<file path="src/hw/pit_pkg.sv">
`default_nettype none

package pit_pkg;

  // Counter and bus widths are fixed by the device
  localparam int COUNT_W = 16;
  localparam int BYTE_W  = 8;

  // Address 3 carries control words and latch commands
  localparam logic [1:0] CTRL_ADDR = 2'd3;

  // Modes 1, 4 and 5 decode to MODE_TC_INT
  typedef enum logic [2:0] {
    MODE_TC_INT   = 3'd0,
    MODE_RATE_GEN = 3'd2,
    MODE_SQUARE   = 3'd3
  } pit_mode_e;

  // RW field of the control word, bits 5:4
  typedef enum logic [1:0] {
    ACC_LATCH = 2'd0,
    ACC_LSB   = 2'd1,
    ACC_MSB   = 2'd2,
    ACC_BOTH  = 2'd3
  } pit_access_e;

endpackage

`default_nettype wire

</file>
<file path="src/hw/pit_chan_if.sv">
`default_nettype none
`timescale 1ns/10ps

interface pit_chan_if;

  // Bus strobes, one-cycle pulses
  logic        cw_wr;
  logic        cnt_wr;
  logic        latch_cmd;
  logic        rd_sel;
  // Any read on the bus, clears stale read bytes
  logic        rd_any;

  // Channel setup and reload value
  logic [2:0]  mode;
  logic [1:0]  access;
  logic [15:0] reload_val;
  logic        load;

  // Running count
  logic [15:0] count;

  modport decoder  (output cw_wr, cnt_wr, latch_cmd, rd_sel, rd_any);
  modport regs     (input cw_wr, cnt_wr, output mode, access, reload_val, load);
  modport counter  (input cw_wr, mode, reload_val, load, output count);
  modport readback (input cw_wr, latch_cmd, rd_sel, rd_any, access, count);

endinterface

`default_nettype wire

</file>
<file path="src/hw/pit_chan_regs.sv">
`default_nettype none
`timescale 1ns/10ps

module pit_chan_regs (
  input  wire                       CLK,
  input  wire                       rst,
  input  wire [pit_pkg::BYTE_W-1:0] wdata,
  pit_chan_if.regs                  ch
);

  localparam int CW = pit_pkg::COUNT_W;
  localparam int BW = pit_pkg::BYTE_W;

  pit_pkg::pit_mode_e   mode_q;
  pit_pkg::pit_mode_e   mode_d;
  pit_pkg::pit_access_e access_q;
  logic [CW-1:0]        cnt_q;
  logic                 wr_msb;
  logic                 load_q;

  // M1:M0 picks the mode, M2 only separates the dropped modes
  always_comb begin
    case (wdata[2:1])
      2'b10:   mode_d = pit_pkg::MODE_RATE_GEN;
      2'b11:   mode_d = pit_pkg::MODE_SQUARE;
      default: mode_d = pit_pkg::MODE_TC_INT;
    endcase
  end

  always_ff @(posedge CLK) begin
    if (rst) begin
      mode_q   <= pit_pkg::MODE_TC_INT;
      access_q <= pit_pkg::ACC_LSB;
      wr_msb   <= 1'b0;
      load_q   <= 1'b0;
    end else begin
      load_q <= 1'b0;
      if (ch.cw_wr) begin
        mode_q   <= mode_d;
        access_q <= pit_pkg::pit_access_e'(wdata[5:4]);
        wr_msb   <= 1'b0;
      end else if (ch.cnt_wr) begin
        if (access_q == pit_pkg::ACC_BOTH) begin
          // Load only once the MSB has arrived
          wr_msb <= ~wr_msb;
          load_q <= wr_msb;
        end else begin
          load_q <= 1'b1;
        end
      end
    end
  end

  // Count bytes, single-byte modes zero the other half
  always_ff @(posedge CLK) begin
    if (ch.cnt_wr) begin
      case (access_q)
        pit_pkg::ACC_LSB: cnt_q <= {{BW{1'b0}}, wdata};
        pit_pkg::ACC_MSB: cnt_q <= {wdata, {BW{1'b0}}};
        default: begin
          if (wr_msb) begin
            cnt_q[CW-1:BW] <= wdata;
          end else begin
            cnt_q[BW-1:0] <= wdata;
          end
        end
      endcase
    end
  end

  // Square wave runs on the count rounded down to even
  assign ch.reload_val = (mode_q == pit_pkg::MODE_SQUARE) ? {cnt_q[CW-1:1], 1'b0} : cnt_q;
  assign ch.mode       = mode_q;
  assign ch.access     = access_q;
  assign ch.load       = load_q;

  a_load_pulse: assert property (@(posedge CLK) disable iff (rst) ch.load |=> !ch.load)
    else $error("pit_chan_regs: load held for two cycles");

endmodule

`default_nettype wire

</file>
<file path="src/hw/pit_counter.sv">
`default_nettype none
`timescale 1ns/10ps

module pit_counter (
  input  wire         CLK,
  input  wire         rst,
  input  wire         gate,
  output logic        out,
  pit_chan_if.counter ch
);

  pit_pkg::pit_mode_e            mode;
  logic [pit_pkg::COUNT_W-1:0]   count_q;
  logic                          armed;
  logic                          out_q;
  logic                          periodic;

  assign mode     = pit_pkg::pit_mode_e'(ch.mode);
  assign periodic = (mode == pit_pkg::MODE_RATE_GEN) || (mode == pit_pkg::MODE_SQUARE);

  always_ff @(posedge CLK) begin
    if (rst) begin
      count_q <= '0;
      armed   <= 1'b0;
      out_q   <= 1'b0;
    end else if (ch.cw_wr) begin
      // New control word stops counting until the next load
      armed <= 1'b0;
    end else if (ch.load) begin
      count_q <= ch.reload_val;
      armed   <= 1'b1;
      out_q   <= periodic;
    end else if (armed && gate) begin
      case (mode)
        pit_pkg::MODE_RATE_GEN: begin
          // One low cycle per period, then reload
          if (count_q == 1) begin
            count_q <= ch.reload_val;
            out_q   <= 1'b0;
          end else begin
            count_q <= count_q - 1;
            out_q   <= 1'b1;
          end
        end
        pit_pkg::MODE_SQUARE: begin
          if (count_q == 2) begin
            count_q <= ch.reload_val;
            out_q   <= ~out_q;
          end else begin
            count_q <= count_q - 2;
          end
        end
        default: begin
          // Terminal count, OUT stays high while the count wraps
          count_q <= count_q - 1;
          if (count_q == 1) begin
            out_q <= 1'b1;
          end
        end
      endcase
    end else if (armed && periodic) begin
      // Gate low freezes the count and forces OUT high
      out_q <= 1'b1;
    end
  end

  // Idle channel shows the initial level of its mode
  assign out      = armed ? out_q : periodic;
  assign ch.count = count_q;

  a_square_even: assert property (@(posedge CLK) disable iff (rst)
    (armed && mode == pit_pkg::MODE_SQUARE) |-> !count_q[0])
    else $error("pit_counter: odd count in square wave mode");

endmodule

`default_nettype wire

</file>
<file path="src/hw/pit_decode.sv">
`default_nettype none
`timescale 1ns/10ps

module pit_decode (
  input  wire                       CLK,
  input  wire                       rst,
  input  wire [1:0]                 addr,
  input  wire                       wr,
  input  wire                       rd,
  input  wire [pit_pkg::BYTE_W-1:0] wdata,
  pit_chan_if.decoder               ch0,
  pit_chan_if.decoder               ch1,
  pit_chan_if.decoder               ch2
);

  logic [1:0] sc;
  logic       is_latch;
  logic [2:0] cw_sel;
  logic [2:0] latch_sel;
  logic [2:0] cnt_sel;
  logic [2:0] rd_sel;

  // SC in bits 7:6, RW in bits 5:4
  assign sc       = wdata[7:6];
  assign is_latch = (wdata[5:4] == pit_pkg::ACC_LATCH);

  always_comb begin
    cw_sel    = '0;
    latch_sel = '0;
    cnt_sel   = '0;
    rd_sel    = '0;
    // SC of 3 is read-back on the real part, ignored here
    if (wr && addr == pit_pkg::CTRL_ADDR && sc != 2'd3) begin
      if (is_latch) begin
        latch_sel[sc] = 1'b1;
      end else begin
        cw_sel[sc] = 1'b1;
      end
    end
    if (wr && addr != pit_pkg::CTRL_ADDR) begin
      cnt_sel[addr] = 1'b1;
    end
    if (rd && addr != pit_pkg::CTRL_ADDR) begin
      rd_sel[addr] = 1'b1;
    end
  end

  assign ch0.cw_wr     = cw_sel[0];
  assign ch0.latch_cmd = latch_sel[0];
  assign ch0.cnt_wr    = cnt_sel[0];
  assign ch0.rd_sel    = rd_sel[0];
  assign ch0.rd_any    = rd;

  assign ch1.cw_wr     = cw_sel[1];
  assign ch1.latch_cmd = latch_sel[1];
  assign ch1.cnt_wr    = cnt_sel[1];
  assign ch1.rd_sel    = rd_sel[1];
  assign ch1.rd_any    = rd;

  assign ch2.cw_wr     = cw_sel[2];
  assign ch2.latch_cmd = latch_sel[2];
  assign ch2.cnt_wr    = cnt_sel[2];
  assign ch2.rd_sel    = rd_sel[2];
  assign ch2.rd_any    = rd;

  // One bus access per cycle reaches one channel at most
  a_one_strobe: assert property (@(posedge CLK) disable iff (rst)
    $onehot0({cw_sel, latch_sel, cnt_sel, rd_sel}))
    else $error("pit_decode: more than one channel strobe in a cycle");

endmodule

`default_nettype wire

</file>
<file path="src/hw/pit_readback.sv">
`default_nettype none
`timescale 1ns/10ps

module pit_readback (
  input  wire                         CLK,
  input  wire                         rst,
  output logic [pit_pkg::BYTE_W-1:0]  rdata,
  pit_chan_if.readback                ch
);

  localparam int CW = pit_pkg::COUNT_W;
  localparam int BW = pit_pkg::BYTE_W;

  pit_pkg::pit_access_e access;
  logic [CW-1:0]        latch_q;
  logic [CW-1:0]        src;
  logic                 held;
  logic                 rd_msb;
  logic [BW-1:0]        rdata_q;

  assign access = pit_pkg::pit_access_e'(ch.access);

  // Frozen value wins until it has been read out
  assign src = held ? latch_q : ch.count;

  // A second latch command while held is ignored
  always_ff @(posedge CLK) begin
    if (ch.latch_cmd && !held) begin
      latch_q <= ch.count;
    end
  end

  always_ff @(posedge CLK) begin
    if (rst) begin
      held   <= 1'b0;
      rd_msb <= 1'b0;
    end else if (ch.cw_wr) begin
      held   <= 1'b0;
      rd_msb <= 1'b0;
    end else if (ch.latch_cmd) begin
      held <= 1'b1;
    end else if (ch.rd_sel) begin
      if (access == pit_pkg::ACC_BOTH) begin
        rd_msb <= ~rd_msb;
        if (rd_msb) begin
          held <= 1'b0;
        end
      end else begin
        held <= 1'b0;
      end
    end
  end

  // Read byte register, zero once another channel is read
  always_ff @(posedge CLK) begin
    if (rst) begin
      rdata_q <= '0;
    end else if (ch.rd_sel) begin
      case (access)
        pit_pkg::ACC_MSB:  rdata_q <= src[CW-1:BW];
        pit_pkg::ACC_BOTH: rdata_q <= rd_msb ? src[CW-1:BW] : src[BW-1:0];
        default:           rdata_q <= src[BW-1:0];
      endcase
    end else if (ch.rd_any) begin
      rdata_q <= '0;
    end
  end

  assign rdata = rdata_q;

  a_latch_vs_read: assert property (@(posedge CLK) disable iff (rst)
    !(ch.latch_cmd && ch.rd_sel))
    else $error("pit_readback: latch command and read in the same cycle");

endmodule

`default_nettype wire

</file>
<file path="src/hw/pit_top.sv">
`default_nettype none
`timescale 1ns/10ps

module pit_top (
  input  wire        CLK,
  input  wire        rst,
  input  wire [1:0]  addr,
  input  wire        wr,
  input  wire        rd,
  input  wire [7:0]  wdata,
  input  wire        gate0,
  input  wire        gate1,
  input  wire        gate2,
  output logic [7:0] rdata,
  output logic       out0,
  output logic       out1,
  output logic       out2
);

  logic [2:0] gate_v;
  logic [2:0] out_v;
  logic [7:0] rd_byte [3];

  pit_chan_if ch_if [3] ();

  assign gate_v = {gate2, gate1, gate0};

  pit_decode pit_decode_inst (
    .CLK   (CLK),
    .rst   (rst),
    .addr  (addr),
    .wr    (wr),
    .rd    (rd),
    .wdata (wdata),
    .ch0   (ch_if[0]),
    .ch1   (ch_if[1]),
    .ch2   (ch_if[2])
  );

  for (genvar i = 0; i < 3; i++) begin : g_chan
    pit_chan_regs pit_chan_regs_inst (
      .CLK   (CLK),
      .rst   (rst),
      .wdata (wdata),
      .ch    (ch_if[i])
    );

    pit_counter pit_counter_inst (
      .CLK  (CLK),
      .rst  (rst),
      .gate (gate_v[i]),
      .out  (out_v[i]),
      .ch   (ch_if[i])
    );

    pit_readback pit_readback_inst (
      .CLK   (CLK),
      .rst   (rst),
      .rdata (rd_byte[i]),
      .ch    (ch_if[i])
    );
  end

  // Only the last channel read holds a nonzero byte
  assign rdata = rd_byte[0] | rd_byte[1] | rd_byte[2];

  assign out0 = out_v[0];
  assign out1 = out_v[1];
  assign out2 = out_v[2];

endmodule

`default_nettype wire

</file>
<file path="config.mk">
export PLATFORM = sky130hd
export DESIGN_NAME = pit_top
export DESIGN_NICKNAME = d
export VERILOG_FILES = /design/src/hw/pit_pkg.sv /design/src/hw/pit_chan_if.sv /design/src/hw/pit_chan_regs.sv /design/src/hw/pit_counter.sv /design/src/hw/pit_decode.sv /design/src/hw/pit_readback.sv /design/src/hw/pit_top.sv
export SDC_FILE = /design/constraint.sdc
export NUM_CORES = 1
export LEC_CHECK = 0
export BUFFER_PORTS_ARGS = -buffer_cell sky130_fd_sc_hd__buf_2
export CORE_ASPECT_RATIO = 0.6
export CORE_MARGIN = 2
export CORE_UTILIZATION = 55
export CTS_BUF_LIST = sky130_fd_sc_hd__clkbuf_2
export CTS_CLUSTER_DIAMETER = 200
export DETAILED_ROUTE_END_ITERATION = 10
export GPL_TIMING_DRIVEN = 0
export MAX_ROUTING_LAYER = met4
export PLACE_DENSITY = 0.78
export SLEW_MARGIN = 20
export SYNTH_ARGS = -nofsm -noshare
export SYNTH_HDL_FRONTEND = slang
export SYNTH_SLANG_ARGS = --single-unit
</file>
<file path="constraint.sdc">
create_clock -name CLK -period 4.2 [get_ports CLK]
set_input_delay 1.26 -clock CLK [delete_from_list [all_inputs] [get_ports CLK]]
set_output_delay 1.26 -clock CLK [all_outputs]
set_load 0.03 [all_outputs]
</file>
==> run summary <==
share of layout cells above drive strength 1: 9.31%
EDFF count, synth: 96
maximum vdd drop: 0.000200 V
post-route insts no fill: 1523
crit path launch type: flop
unrepaired setup endpoints after global routing: false
root buffer cell: clkbuf_2
die height: 114 um
vias: 9970
achievable frequency: 283 MHz
Max Slew Vio Count: 0
Worst Tran Pin Value: 1.27 ns
Critical Path AT: 4.22 ns
Worst Hold Launch: g_chan[2].pit_counter_inst.ch.count[6]
design area: 11900 um2
syn avg cell area: 9.39 um2
Leakage: 4.11 nW
# Post-CTS Setup Buffers: 0
Setup crit start: g_chan[1].pit_counter_inst.ch.count[11]
DIE AREA: 21400 um2
vias in the first global route: 8690
Post-Synthesis Cells: 1185
clock latency on the worst-skew pair: 0.82 ns
clk_skew: 0.0427 ns
DRC: 0
Crit Path Max Fanout: 10
Num Clock Sinks: 198
largest net degree at the start of global routing: 17
Hold Fails Final Rpt: 0
Synth Flop Type: dfxtp_1
flops & latches, synth: 198
CP Class: reg -> reg
top-area cell type share of the netlist area: 25.9%
starting density of the core: 55.9%
final wirelength: 37.1 mm
Hold Slack: 0.463 ns
# H-tree levels: 4
# port buffers: 25
Seq/Total Area, Yosys: 44.2%
syn nets: 1226
placed cell count: 1487
Period minus WS final: 3.53 ns
Final period util: 84.0%
ys async rst share: 0%
Mapped Area: 11100 um2
CTS max path bufs: 2
Routed Antenna Nets: 0
pwr dens: 332 nW/um2
Ys Warns: 0
WP data required: 4.89 ns
DP HPWL: 28.1 mm
Layout Nets: 1274
worst min path class: reg -> reg
GRT Overall Usage: 36.2%
post-cts resize count: 0
die width: 188 um
outcome: complete, no violations
Num CTS Buffers: 17
crit end category: flop
Max Cap Violations: 0
fillers: 1813
Reg2Reg Launch Point: g_chan[1].pit_counter_inst.ch.count[11]
area leader, netlist: edfxtp_1
total gr overflow: 0
placed inst area: 11600 um2
top cells by area, synth: edfxtp_1 (26%), dfxtp_1 (18%), mux2i_1 (5.2%)
Place WS: 0.0896 ns
I/O pins: 28
PnR worst setup slack: 0.672 ns
CTS tree: built
area delta synth->final: 6.67%
DRT Pass-1 Iters: 5
Core Rows: 40
core area: 19900 um2
worst relative slew slack: 15.4%
WL per Instance: 24.4 um
Synth cell types: 87
average via count per standard cell: 6.55
first-pass GRT wire length: 55.4 mm
Total Neg Setup Slack: 0 ns
DRT iter0 DRCs: 1543
initial antenna violation count: 1
RD Place Congestion: 1.03
# hold bufs at CTS: 0
CTS clock-pin slew for the worst setup and hold paths: 0.25 ns
setup violators final: 0
## logic make-up (layout without fill, tap and decap cells)
logic type	Yosys count	count (layout)	share of synthesized area [%]
adders and majority gates	24	24	2.70
DFF	198	198	44.2
and+or+nand+nor	424	424	20.2
muxes	69	69	6.33
xor gates and xnor gates	26	26	2.05
buffers and inverters	118	179	4.38
other	0	4	0
AOI/OAI and AO/OA	326	326	20.1
## per-stage QoR
| stage | utilization (%) | total power [mW] |
|---|---|---|
| final | 59.6 | 3.94 |
| after global routing | 59.6 | 4.09 |
| after CTS | 59.6 | 3.90 |
| after detailed placement | 58.5 | 3.01 |
| after global placement | 58.2 | 3.00 |
| after floorplan | - | 2.76 |
## worst max-delay path, cell delays in order (launching register included)
cell and delay [ns]:
dfxtp_1 0.37, buf_2 0.18, nor4_2 0.83, nand4_1 0.53, nand2_1 0.23, clkbuf_1 0.48
o22ai_1 0.14, o41ai_1 0.42, a21oi_1 0.23
## synthesized netlist by cell type (10+ instances only)
cell,number
dfxtp_1,102
nor2_1,98
edfxtp_1,96
a21oi_1,84
nand2_1,79
nor2b_1,77
clkbuf_1,62
mux2i_1,58
o21ai_0,49
o22ai_1,40
nor3_1,37
inv_1,36
nand3_1,33
ha_1,24
or3_1,18
a221oi_1,15
a31oi_1,15
xnor2_1,15
a211oi_1,12
mux2_2,11
xor2_1,11
nand2b_1,10
## path summary, 6_finish.rpt
kind	to	slack, ns	cells after the start
setup reg to reg	g_chan[1].pit_counter_inst.ch.count[10]	0.67	8
setup / recovery	g_chan[1].pit_counter_inst.ch.count[10]	0.67	8
hold / removal	g_chan[2].pit_readback_inst.latch_q[6]	0.46	0
hold reg to reg	g_chan[2].pit_readback_inst.latch_q[6]	0.46	0
## area by class of cell
cell class | count | area (um2) | area share [%]
multi-input combinational | 869 | 5740 | 48.3
sequential | 198 | 4920 | 41.5
buffer | 81 | 349 | 2.94
tap | 273 | 342 | 2.88
timing repair buffer | 29 | 158 | 1.33
inverter | 37 | 139 | 1.17
clock inverter | 11 | 111 | 0.938
clock buffer | 21 | 105 | 0.885
antenna | 4 | 10.0 | 0.0843
## layer usage
layer	wire (um)	GRT usage (%)
met1	17400	55.8
met2	13000	40.5
met3	6570	18.0
met4	189	5.30
met5	0	-
## power by group
group | switching, mW | internal (mW) | leakage, nW
logic | 0.541 | 0.317 | 2.24
registers | 0.0745 | 2.08 | 1.73
clock network | 0.654 | 0.279 | 0.148
total | 1.27 | 2.67 | 4.11
## registers in the layout, indices dropped and copies added, names as in the netlist
| name | count |
|---|---|
| g_chan.pit_chan_regs_inst.cnt_q | 48 |
| g_chan.pit_readback_inst.rd_msb | 3 |
| g_chan.pit_counter_inst.out_q | 3 |
| g_chan.pit_counter_inst.ch.count | 48 |
| g_chan.pit_readback_inst.latch_q | 48 |
| g_chan.pit_chan_regs_inst.wr_msb | 3 |
| g_chan.pit_counter_inst.armed | 3 |
| g_chan.pit_readback_inst.rdata | 24 |
| g_chan.pit_chan_regs_inst.ch.load | 3 |
| g_chan.pit_chan_regs_inst.ch.mode | 6 |
| g_chan.pit_chan_regs_inst.ch.access | 6 |
| g_chan.pit_readback_inst.held | 3 |
## layout by cell type, fill, tap and decap left out, drive strengths merged, types with 10 or more instances in the layout
master    n
o21ai    52
or3      18
o22ai    40
nor2b    77
dfxtp   102
mux2i    58
a21oi    84
nand3    33
buf      48
a211oi   12
xnor2    15
a31oi    16
nand2    80
nor4     13
nor2     98
nor3     37
xor2     11
edfxtp   96
inv      40
clkbuf   83
nand2b   10
a221oi   17
ha       24
mux2     11
Note: power is estimated with default switching activity, not from simulation.
